[src/source/coreCfg.svh]
// The 16-bit instruction formats fix CORE_XLEN at 16 and the 3-bit register fields fix CORE_NREGS at 8
`ifndef CORE_CFG_SVH
`define CORE_CFG_SVH

`define CORE_XLEN       16  // Data and instruction word width
`define CORE_NREGS      8   // Architectural registers R0..R7
`define CORE_DMEM_WORDS 64  // Word data memory, indexed by address bits [6:1]

`endif
[src/source/corePkg.sv]
// Opcode values follow the 5-bit teaching ISA; instrU assumes a 16-bit word with 3-bit register fields
`include "coreCfg.svh"

package corePkg;

    typedef logic [`CORE_XLEN-1:0] wordT;
    typedef logic [$clog2(`CORE_NREGS)-1:0] regIdxT;

    typedef enum logic [4:0] {
        HALT  = 5'b00000, NOP   = 5'b00001, SIIC  = 5'b00010, RTI   = 5'b00011,
        J     = 5'b00100, JR    = 5'b00101, JAL   = 5'b00110, JALR  = 5'b00111,
        ADDI  = 5'b01000, SUBI  = 5'b01001, XORI  = 5'b01010, ANDNI = 5'b01011,
        BEQZ  = 5'b01100, BNEZ  = 5'b01101, BLTZ  = 5'b01110, BGEZ  = 5'b01111,
        ST    = 5'b10000, LD    = 5'b10001, SLBI  = 5'b10010, STU   = 5'b10011,
        ROLI  = 5'b10100, SLLI  = 5'b10101, RORI  = 5'b10110, SRLI  = 5'b10111,
        LBI   = 5'b11000, BTR   = 5'b11001, SHR   = 5'b11010, ARR   = 5'b11011,
        SEQ   = 5'b11100, SLT   = 5'b11101, SLE   = 5'b11110, SCO   = 5'b11111
    } opcodeE;

    // Same 16 bits seen through each instruction format
    typedef union packed {
        struct packed {
            opcodeE     opcode;
            logic [2:0] rs;
            logic [2:0] rt;
            logic [2:0] rd;
            logic [1:0] func;   // Selects op within SHR and ARR
        } rFmt;
        struct packed {
            opcodeE     opcode;
            logic [2:0] rs;
            logic [2:0] rd;
            logic [4:0] imm;
        } i1Fmt;
        struct packed {
            opcodeE     opcode;
            logic [2:0] rs;
            logic [7:0] imm;
        } i2Fmt;
        struct packed {
            opcodeE      opcode;
            logic [10:0] disp;
        } jFmt;
    } instrU;

    typedef struct packed {
        logic       regWrite;   // Register file write
        logic [1:0] destRegSel; // 00 Rs, 01 Rd-R, 10 R7, 11 Rd-I
        logic       pcSel;      // Take jump or branch target
        logic       regJmp;     // Target base is Rs instead of PC+2
        logic       memEnable;  // Data memory access
        logic       memWr;      // Data memory store
        logic [4:0] aluCntrl;   // Opcode seen by the ALU
        logic       val2Reg;    // Write back memory data
        logic       aluSel;     // Immediate as second operand
        logic [2:0] immSel;     // {sign, size} with size 00 5b, 01 8b, 10 11b
        logic       halt;
        logic [1:0] linkReg;    // 00 none, 01 LBI, 10 link
    } ctrlT;

    typedef struct packed {
        wordT       rsVal;
        wordT       rtVal;
        wordT       imm;        // Already extended
        regIdxT     destReg;
        logic [1:0] func;
        wordT       pc;
    } operandT;

    typedef struct packed {
        wordT aluOut;
        wordT storeData;
        wordT pcPlus2;
        wordT nextPc;
    } execResT;

    typedef struct packed {
        wordT   pc;
        wordT   nextPc;
        logic   wbEn;
        regIdxT wbReg;
        wordT   wbData;
        logic   memWr;
        wordT   memAddr;        // Byte address from the ALU
        wordT   memData;        // Store data or load result
        logic   halt;
    } retireT;

endpackage

[src/source/miniCore.sv]
// Single-cycle core with no back-pressure; each accepted strobe retires exactly one cycle later
`timescale 1ns/10ps

module miniCore import corePkg::*; (
    input  logic   clk,
    input  logic   rstN,
    input  logic   instrValid,
    input  instrU  instr,
    output logic   retValid,
    output retireT retire,
    output logic   halted
);

    wordT    pc;
    regIdxT  rdAddrA;
    regIdxT  rdAddrB;
    wordT    rdDataA;
    wordT    rdDataB;
    ctrlT    ctrl;
    operandT opnd;
    execResT exRes;
    logic    wrEn;
    regIdxT  wrAddr;
    wordT    wrData;

    regFile uRegFile (
        .clk     (clk),
        .rstN    (rstN),
        .rdAddrA (rdAddrA),
        .rdAddrB (rdAddrB),
        .rdDataA (rdDataA),
        .rdDataB (rdDataB),
        .wrEn    (wrEn),
        .wrAddr  (wrAddr),
        .wrData  (wrData)
    );

    decodeStage uDecode (
        .instr   (instr),
        .pc      (pc),
        .rdDataA (rdDataA),
        .rdDataB (rdDataB),
        .rdAddrA (rdAddrA),
        .rdAddrB (rdAddrB),
        .ctrl    (ctrl),
        .opnd    (opnd)
    );

    aluExec uExec (
        .ctrl  (ctrl),
        .opnd  (opnd),
        .exRes (exRes)
    );

    resultStage uResult (
        .clk        (clk),
        .rstN       (rstN),
        .instrValid (instrValid),
        .ctrl       (ctrl),
        .opnd       (opnd),
        .exRes      (exRes),
        .pc         (pc),
        .wrEn       (wrEn),
        .wrAddr     (wrAddr),
        .wrData     (wrData),
        .retValid   (retValid),
        .retire     (retire),
        .halted     (halted)
    );

endmodule

[src/source/resultStage.sv]
// Commits only on a strobe while not halted; halted clears only on reset, data memory clears on reset
`timescale 1ns/10ps
`include "coreCfg.svh"

module resultStage import corePkg::*; (
    input  logic    clk,
    input  logic    rstN,
    input  logic    instrValid,
    input  ctrlT    ctrl,
    input  operandT opnd,
    input  execResT exRes,
    output wordT    pc,
    output logic    wrEn,
    output regIdxT  wrAddr,
    output wordT    wrData,
    output logic    retValid,
    output retireT  retire,
    output logic    halted
);

    localparam int AW = $clog2(`CORE_DMEM_WORDS);

    wordT          dmem [`CORE_DMEM_WORDS];
    logic          commit;
    logic [AW-1:0] memIdx;
    wordT          memRdData;

    assign commit    = instrValid & ~halted;
    assign memIdx    = exRes.aluOut[AW:1];  // Word index, byte bit 0 ignored
    assign memRdData = ctrl.memEnable ? dmem[memIdx] : '0;

    // Write-back select
    always_comb begin
        case (ctrl.linkReg)
            2'b10:   wrData = exRes.pcPlus2; // JAL and JALR return address
            default: wrData = ctrl.val2Reg ? memRdData : exRes.aluOut;
        endcase
    end

    assign wrEn   = commit & ctrl.regWrite;
    assign wrAddr = opnd.destReg;

    always_ff @(posedge clk or negedge rstN) begin
        if (!rstN) begin
            for (int w = 0; w < `CORE_DMEM_WORDS; w++) begin
                dmem[w] <= '0;
            end
        end else if (commit && ctrl.memWr) begin
            dmem[memIdx] <= exRes.storeData;
        end
    end

    always_ff @(posedge clk or negedge rstN) begin
        if (!rstN) begin
            pc       <= '0;
            halted   <= 1'b0;
            retValid <= 1'b0;
        end else begin
            retValid <= commit;         // One pulse per committed strobe
            if (commit) begin
                pc <= exRes.nextPc;
                if (ctrl.halt) begin
                    halted <= 1'b1;     // Sticky until reset
                end
            end
        end
    end

    // Retire record, qualified by retValid
    always_ff @(posedge clk) begin
        if (commit) begin
            retire <= '{pc:      opnd.pc,
                        nextPc:  exRes.nextPc,
                        wbEn:    ctrl.regWrite,
                        wbReg:   opnd.destReg,
                        wbData:  wrData,
                        memWr:   ctrl.memWr,
                        memAddr: exRes.aluOut,
                        memData: ctrl.memWr ? exRes.storeData : memRdData,
                        halt:    ctrl.halt};
        end
    end

endmodule

[src/source/aluExec.sv]
// SUB and SUBI subtract Rs from the other operand; shift and rotate use only the low 4 amount bits
`timescale 1ns/10ps
`include "coreCfg.svh"

module aluExec import corePkg::*; (
    input  ctrlT    ctrl,
    input  operandT opnd,
    output execResT exRes
);

    wordT                     opB;
    wordT                     aluOut;
    wordT                     pcPlus2;
    wordT                     jmpBase;
    logic [1:0]               subOp;
    logic [3:0]               shAmt;
    logic [2*`CORE_XLEN-1:0]  rolW;
    logic [2*`CORE_XLEN-1:0]  rorW;
    logic [`CORE_XLEN:0]      sumCo;

    assign opB   = ctrl.aluSel ? opnd.imm : opnd.rtVal;
    assign subOp = ctrl.aluSel ? ctrl.aluCntrl[1:0] : opnd.func; // Same op order in both formats
    assign shAmt = opB[3:0];
    assign rolW  = {opnd.rsVal, opnd.rsVal} << shAmt; // Upper half is the rotate left
    assign rorW  = {opnd.rsVal, opnd.rsVal} >> shAmt; // Lower half is the rotate right
    assign sumCo = {1'b0, opnd.rsVal} + {1'b0, opnd.rtVal};

    always_comb begin
        aluOut = opnd.rsVal + opB;      // Memory and jump ops act as ADDI
        casez (ctrl.aluCntrl)
            5'b010??, ARR: begin
                case (subOp)
                    2'b00:   aluOut = opnd.rsVal + opB;
                    2'b01:   aluOut = opB - opnd.rsVal;
                    2'b10:   aluOut = opnd.rsVal ^ opB;
                    default: aluOut = opnd.rsVal & ~opB; // ANDN
                endcase
            end
            5'b101??, SHR: begin
                case (subOp)
                    2'b00:   aluOut = rolW[2*`CORE_XLEN-1:`CORE_XLEN];
                    2'b01:   aluOut = opnd.rsVal << shAmt;
                    2'b10:   aluOut = rorW[`CORE_XLEN-1:0];
                    default: aluOut = opnd.rsVal >> shAmt; // Logical right
                endcase
            end
            LBI:  aluOut = opnd.imm;
            SLBI: aluOut = {opnd.rsVal[7:0], opnd.imm[7:0]};
            BTR: begin
                for (int b = 0; b < `CORE_XLEN; b++) begin
                    aluOut[b] = opnd.rsVal[`CORE_XLEN-1-b];
                end
            end
            SEQ:  aluOut = wordT'(opnd.rsVal == opnd.rtVal);
            SLT:  aluOut = wordT'($signed(opnd.rsVal) < $signed(opnd.rtVal));
            SLE:  aluOut = wordT'($signed(opnd.rsVal) <= $signed(opnd.rtVal));
            SCO:  aluOut = wordT'(sumCo[`CORE_XLEN]); // Carry out of Rs + Rt
            default: ;
        endcase
    end

    // Next PC
    assign pcPlus2 = opnd.pc + wordT'(2);
    assign jmpBase = ctrl.regJmp ? opnd.rsVal : pcPlus2;

    assign exRes = '{aluOut:    aluOut,
                     storeData: opnd.rtVal,
                     pcPlus2:   pcPlus2,
                     nextPc:    ctrl.pcSel ? jmpBase + opnd.imm : pcPlus2};

endmodule

[src/source/decodeStage.sv]
// Combinational stage; port B always reads bits [7:5], which is Rt in R format and Rd in I format 1
`timescale 1ns/10ps
`include "coreCfg.svh"

module decodeStage import corePkg::*; (
    input  instrU   instr,
    input  wordT    pc,
    input  wordT    rdDataA,
    input  wordT    rdDataB,
    output regIdxT  rdAddrA,
    output regIdxT  rdAddrB,
    output ctrlT    ctrl,
    output operandT opnd
);

    logic   zFlag;
    logic   sFlag;
    wordT   immExt;
    regIdxT destReg;

    assign rdAddrA = instr.rFmt.rs;
    assign rdAddrB = instr.rFmt.rt;     // Also the store data register

    assign zFlag = (rdDataA == '0);
    assign sFlag = rdDataA[`CORE_XLEN-1];

    control uControl (
        .opcode (instr.rFmt.opcode),
        .zFlag  (zFlag),
        .sFlag  (sFlag),
        .ctrl   (ctrl)
    );

    // Fill bit is the immediate MSB only when sign extension is asked for
    always_comb begin
        case (ctrl.immSel[1:0])
            2'b00:   immExt = {{(`CORE_XLEN-5){ctrl.immSel[2] & instr.i1Fmt.imm[4]}},
                               instr.i1Fmt.imm};
            2'b01:   immExt = {{(`CORE_XLEN-8){ctrl.immSel[2] & instr.i2Fmt.imm[7]}},
                               instr.i2Fmt.imm};
            default: immExt = {{(`CORE_XLEN-11){ctrl.immSel[2] & instr.jFmt.disp[10]}},
                               instr.jFmt.disp};
        endcase
    end

    always_comb begin
        case (ctrl.destRegSel)
            2'b00:   destReg = instr.rFmt.rs;
            2'b01:   destReg = instr.rFmt.rd;
            2'b10:   destReg = regIdxT'(`CORE_NREGS - 1); // Link register R7
            default: destReg = instr.i1Fmt.rd;
        endcase
    end

    assign opnd = '{rsVal: rdDataA, rtVal: rdDataB, imm: immExt, destReg: destReg,
                    func: instr.rFmt.func, pc: pc};

endmodule

[src/source/regFile.sv]
// All registers clear on reset, R0 is an ordinary register, a same-cycle read returns the old value
`timescale 1ns/10ps
`include "coreCfg.svh"

module regFile import corePkg::*; (
    input  logic   clk,
    input  logic   rstN,
    input  regIdxT rdAddrA,
    input  regIdxT rdAddrB,
    output wordT   rdDataA,
    output wordT   rdDataB,
    input  logic   wrEn,
    input  regIdxT wrAddr,
    input  wordT   wrData
);

    wordT regs [`CORE_NREGS];

    assign rdDataA = regs[rdAddrA]; // Combinational read ports
    assign rdDataB = regs[rdAddrB];

    always_ff @(posedge clk or negedge rstN) begin
        if (!rstN) begin
            for (int r = 0; r < `CORE_NREGS; r++) begin
                regs[r] <= '0;
            end
        end else if (wrEn) begin
            regs[wrAddr] <= wrData; // Single write port
        end
    end

endmodule

[src/source/control.sv]
// Pure combinational decode; SIIC and RTI decode as NOP and every 5-bit opcode has a defined row
`timescale 1ns/10ps

module control import corePkg::*; (
    input  opcodeE opcode,
    input  logic   zFlag,   // Rs is zero
    input  logic   sFlag,   // Rs is negative
    output ctrlT   ctrl
);

    always_comb begin
        // Defaults describe a harmless I-format 1 op with no side effects
        ctrl            = '0;
        ctrl.destRegSel = 2'b11;        // Rd-I
        ctrl.aluCntrl   = opcode;       // ALU sees the raw opcode
        ctrl.aluSel     = 1'b1;         // Immediate operand
        ctrl.immSel     = 3'b100;       // Sign extend 5 bits

        casez (opcode)
            5'b000??: begin
                ctrl.halt = (opcode == HALT); // NOP, SIIC, RTI fall through
            end
            5'b010??, 5'b101??: begin   // ALU immediate ops and shifts
                ctrl.regWrite = 1'b1;
                ctrl.immSel   = opcode[1] ? 3'b000 : 3'b100; // XORI, ANDNI, RORI, SRLI zero extend
            end
            5'b1000?: begin             // ST and LD
                ctrl.memEnable = 1'b1;
                ctrl.aluCntrl  = ADDI;  // Address is Rs + imm
                if (opcode[0]) begin
                    ctrl.regWrite = 1'b1;
                    ctrl.val2Reg  = 1'b1; // Load data to Rd
                end else begin
                    ctrl.memWr = 1'b1;
                end
            end
            5'b10011: begin             // STU
                ctrl.memEnable  = 1'b1;
                ctrl.memWr      = 1'b1;
                ctrl.regWrite   = 1'b1;
                ctrl.destRegSel = 2'b00; // Address goes back to Rs
                ctrl.aluCntrl   = ADDI;
            end
            5'b11001, 5'b1101?, 5'b111??: begin // R format, LBI excluded
                ctrl.regWrite   = 1'b1;
                ctrl.aluSel     = 1'b0;
                ctrl.destRegSel = 2'b01;
                ctrl.immSel     = 3'b000;
            end
            5'b011??: begin             // Branches on Rs
                ctrl.immSel = 3'b101;   // Sign extend 8 bits
                case (opcode[1:0])
                    2'b00:   ctrl.pcSel = zFlag;  // BEQZ
                    2'b01:   ctrl.pcSel = ~zFlag; // BNEZ
                    2'b10:   ctrl.pcSel = sFlag;  // BLTZ
                    default: ctrl.pcSel = ~sFlag; // BGEZ
                endcase
            end
            5'b11000: begin             // LBI
                ctrl.regWrite   = 1'b1;
                ctrl.destRegSel = 2'b00;
                ctrl.immSel     = 3'b101;
                ctrl.linkReg    = 2'b01;
            end
            5'b10010: begin             // SLBI
                ctrl.regWrite   = 1'b1;
                ctrl.destRegSel = 2'b00;
                ctrl.immSel     = 3'b001; // Zero extend 8 bits
            end
            5'b001??: begin             // J, JR, JAL, JALR
                ctrl.pcSel    = 1'b1;
                ctrl.regJmp   = opcode[0]; // JR and JALR use Rs
                ctrl.immSel   = opcode[0] ? 3'b101 : 3'b110;
                ctrl.aluCntrl = ADDI;
                if (opcode[1]) begin    // Link variants
                    ctrl.regWrite   = 1'b1;
                    ctrl.destRegSel = 2'b10; // R7
                    ctrl.linkReg    = 2'b10;
                end
            end
            default: ;                  // Unreachable, all patterns listed
        endcase
    end

endmodule

[config.mk]
export PLATFORM = sky130hd
export DESIGN_NAME = miniCore
export DESIGN_NICKNAME = d
export VERILOG_FILES = /design/src/source/corePkg.sv /design/src/source/miniCore.sv /design/src/source/resultStage.sv /design/src/source/aluExec.sv /design/src/source/decodeStage.sv /design/src/source/regFile.sv /design/src/source/control.sv
export VERILOG_INCLUDE_DIRS = /design/src /design/src/source
export SDC_FILE = /design/constraint.sdc
export NUM_CORES = 2
export LEC_CHECK = 0
export BUFFER_PORTS_ARGS = -buffer_cell sky130_fd_sc_hd__buf_4
export CORE_UTILIZATION = 30
export CTS_BUF_LIST = sky130_fd_sc_hd__clkbuf_4
export DETAILED_ROUTE_END_ITERATION = 8
export GPL_ROUTABILITY_DRIVEN = 1
export RECOVER_POWER = 100
export SYNTH_ARGS = -nofsm -noshare
export SYNTH_HDL_FRONTEND = slang
export SYNTH_SLANG_ARGS = --single-unit
[constraint.sdc]
create_clock -name clk -period 5.3 [get_ports clk]
set_input_delay 0.265 -clock clk [delete_from_list [all_inputs] [get_ports clk]]
set_output_delay 0.265 -clock clk [all_outputs]
set_load 0.02 [all_outputs]
==> run metrics <==
Iteration-0 DRC Markers just under 7000; status finished with violations; fillcell total 21050; GRT Total Usage 0.2637; Leak roughly 0.037 µW; Async S/R FF share, synth 0.9315; number of nets in the layout roughly 8000; Mapped Avg Cell Area 9.335 µm²; Slew @ Worst Pin between 3 and 4 ns; Reg clk slew, reported paths about 0.060 ns; post-synthesis to final-layout area growth 29.38%; most common cell after layout, fill and taps aside nand2_1; crit path max fanout 8; row count 168; Placeable Area 210200 µm²; Worst path most repeated cell buf_12; synth unique cells 108; Highest Signal Layer met5; clock root buffer clkbuf_4; DR vias 60960; Antenna Nets Post-Route 0; crit-path cells mux4_2, nor2b_4, or2_4, ha_4, fa_2, o21ai_2, a211oi_2, a211o_1, o22a_1, nand4_1, buf_6, buf_12, buf_6, o21ai_4, buf_12, o221ai_2, a222oi_1, a2bb2oi_1, nand4_1, buf_4, o221ai_4, buf_12, mux2_2; Critical Path Sink Type flip-flop; IO Count 107; initial antenna violation count 24; met3 WL 29.93 mm; clock latency on the worst-skew pair 1.44 ns; Power Density 501.7 nW/µm²; routed wl met2 about 120 mm; #FFs+latches synth roughly 1300; final setup margin -0.5419 ns; first-pass GRT wire length 417.7 mm; Avg WL per Cell approximately 26 µm; Initial Util 0.3029; fraction of layout cells with a size suffix above 1 0.2771; Syn Nets 6936; WL final 289.5 mm; Die Span X 462.7 µm; most frequent cells in the layout nand2_1, dfrtp_1, buf_4; clk sink count 1256; die area 214100 µm²; Critical Path RT 6.61 ns; CP max stage cell a222oi_1; IR Drop Worst-Case VDD ~0.33 mV; die height 462.7 µm; DR pass1 iterations 8; hpwl dp ~200 mm; DRT met1 WL 119.8 mm; area of the multi-input gates between 30000 and 40000 µm²; Vias/cell roughly 5.5; CTS tree yes; PortBufs 106; Most used DFF post-synth dfrtp_1; Clock Path Buffers 4; Setup Viol. Count Final 205; WP data arrival 7.15 ns; total gr overflow 0; Final Max Slew Viols approximately 1100; largest net degree at the start of global routing between 150 and 200; failing checks capacitance limit, slew limit, setup timing; Max transition margin -1.056; post-layout total power approximately 41000 µW; MaxCap Viol Count 14; number of flops mapped to enable cells by yosys 86; final hold vios 0; Yosys warnings 0; period utilization 1.102; RD Place Congestion roughly 1; RSZ-0062 raised after global routing yes; Remaining DRCs 0; Clock Skew 0.1354 ns; H-Tree Level Count 5; sequential element share of the synthesized area 0.5004; final core occ 0.3919; Critical Path Start Type flip-flop; register area 31860 µm²; Synth Cell Area 63660 µm²; Mapped Cells 6820; min Tclk post-route 5.842 ns; TritonCTS Buffers between 300 and 400; Hold Crit Class in2reg; Largest stage delay, worst path between 0.6 and 0.7 ns; CP Class reg2reg; Fmax 171.2 MHz; via count of the first global-routing pass 58840
==> layout make-up <==
type / count / area share
Antenna cell: 13 / 0.0003949
Clock buffer: 533 / 0.04858
Clock inverter: 79 / 0.004709
Inverter: 107 / 0.005423
Multi-Input combinational cell: 4860 / 0.3661
Sequential cell: 1256 / 0.3868
Tap cell: 2805 / 0.04261
Timing Repair Buffer: 1351 / 0.1454
==> synthesized netlist by cell type, drive strengths merged (11+ instances only) <==
master / instances / area (µm²)
or2: 16 / 100.1
a21o: 34 / 255.2
a32oi: 16 / 147.7
o211ai: 44 / 345.3
inv: 106 / 400.4
a21boi: 12 / 90.09
a22oi: 25 / 187.7
a31oi: 66 / 419.2
nand4: 36 / 231.5
buf: 213 / 1185
and3: 91 / 569.3
a211oi: 103 / 773.2
nand2b: 32 / 200.2
dfrtp: 1170 / 29280
o221ai: 58 / 520.5
a311o: 11 / 110.1
nor2: 446 / 1687
o2111ai: 45 / 400.4
a211o: 20 / 175.2
a31o: 14 / 122.6
mux2: 161 / 1813
nor4: 14 / 106.4
o21ai: 947 / 4818
edfxtp: 86 / 2582
a311oi: 43 / 376.6
o21a: 15 / 112.6
ha: 94 / 1176
o21bai: 15 / 112.6
mux4: 50 / 1126
o22a: 21 / 183.9
or3: 20 / 125.1
a32o: 15 / 150.1
o22ai: 108 / 675.7
nor3: 71 / 401.6
xnor2: 29 / 254.0
mux2i: 144 / 1441
o31ai: 23 / 232.7
nand3: 90 / 465.5
clkbuf: 384 / 1441
a221oi: 26 / 234.0
a2bb2oi: 16 / 140.1
a21oi: 402 / 2016
nor2b: 14 / 87.58
nand2: 1323 / 4974
and2: 12 / 75.08
==> flip-flops by register name, indices dropped and copies added, names as in the netlist <==
register,flops
uResult.dmem,1024
uResult.pc,16
uResult.retire,86
uResult.retValid,1
uRegFile.regs,128
uResult.halted,1
==> metal layers <==
metal,track usage,up-vias
li1,-,26800
met1,0.3527,30170
met2,0.3881,3301
met3,0.07326,685
met4,0.1340,12
met5,0,-
==> per-stage QoR <==
| step | TNS, ns | setup slack (ns) | area, µm² | hold slack (ns) | instances |
|---|---|---|---|---|---|
| after floorplan | -0.01067 | -0.01067 | 63840 | -0.03059 | 6820 |
| after global placement | -173.75 | -1.167 | 76320 | 0.3413 | 10280 |
| after detailed placement | -205.68 | -1.140 | 76320 | 0.3447 | 10280 |
| after CTS | -44.60 | -0.4951 | 82320 | 0.005498 | 10970 |
| after global routing | -95.03 | -0.5982 | 82350 | 0.09867 | 11000 |
| final | -56.94 | -0.5419 | 82370 | 0.1119 | 11000 |
==> logic make-up (layout without fill, tap and decap cells) <==
family          Yosys count  count (layout)  synth area share
simple gates           2197            2197            0.1460
compound gates         2172            2172            0.2124
xor+xnor                 39              39          0.005365
mux                     355             355           0.06880
other cells               0              13                 0
fa+ha+maj                97              97           0.01942
buf+inv                 704            2070           0.04760
flops                  1256            1256            0.5004
==> worst max-delay path: cells and delay by family (launching register included) <==
| family | cells | cell delay (ns) |
|---|---|---|
| flops | 1 | 0.41 |
| compound gates | 9 | 1.94 |
| simple gates | 4 | 0.93 |
| buf+inv | 6 | 1.12 |
| fa+ha+maj | 2 | 0.73 |
| mux | 2 | 0.61 |
==> worst paths after layout <==
path	start	to	slack (ns)	cells after the start
max reg2reg	uRegFile.regs[112]	uRegFile.regs[27]	-0.54	23
min in group asynchronous	rstN	uRegFile.regs[90]	2.26	4
min	instr[7]	uResult.retire[52]	0.11	6
max in group asynchronous	rstN	uResult.pc[0]	0.25	4
min reg2reg	uResult.dmem[302]	uResult.dmem[302]	0.47	2
max	uRegFile.regs[112]	uRegFile.regs[27]	-0.54	23
==> report_power, final <==
part | switching (µW) | internal [µW] | total [µW]
Combinational | 12900 | 7860 | 20700
Sequential | 740 | 10800 | 11600
Clock | 4330 | 4710 | 9040
Total | 17900 | 23400 | 41300
==> timing repair <==
action	CTS	global route
endpoints found under the setup margin	489	608
buffers inserted	53	19
hold endpoints to repair	1228	0
pin swaps	54	46
gates resized for setup	186	109
hold buffers	25	0
gates cloned	1	2
(Power assumes the default switching activity.)
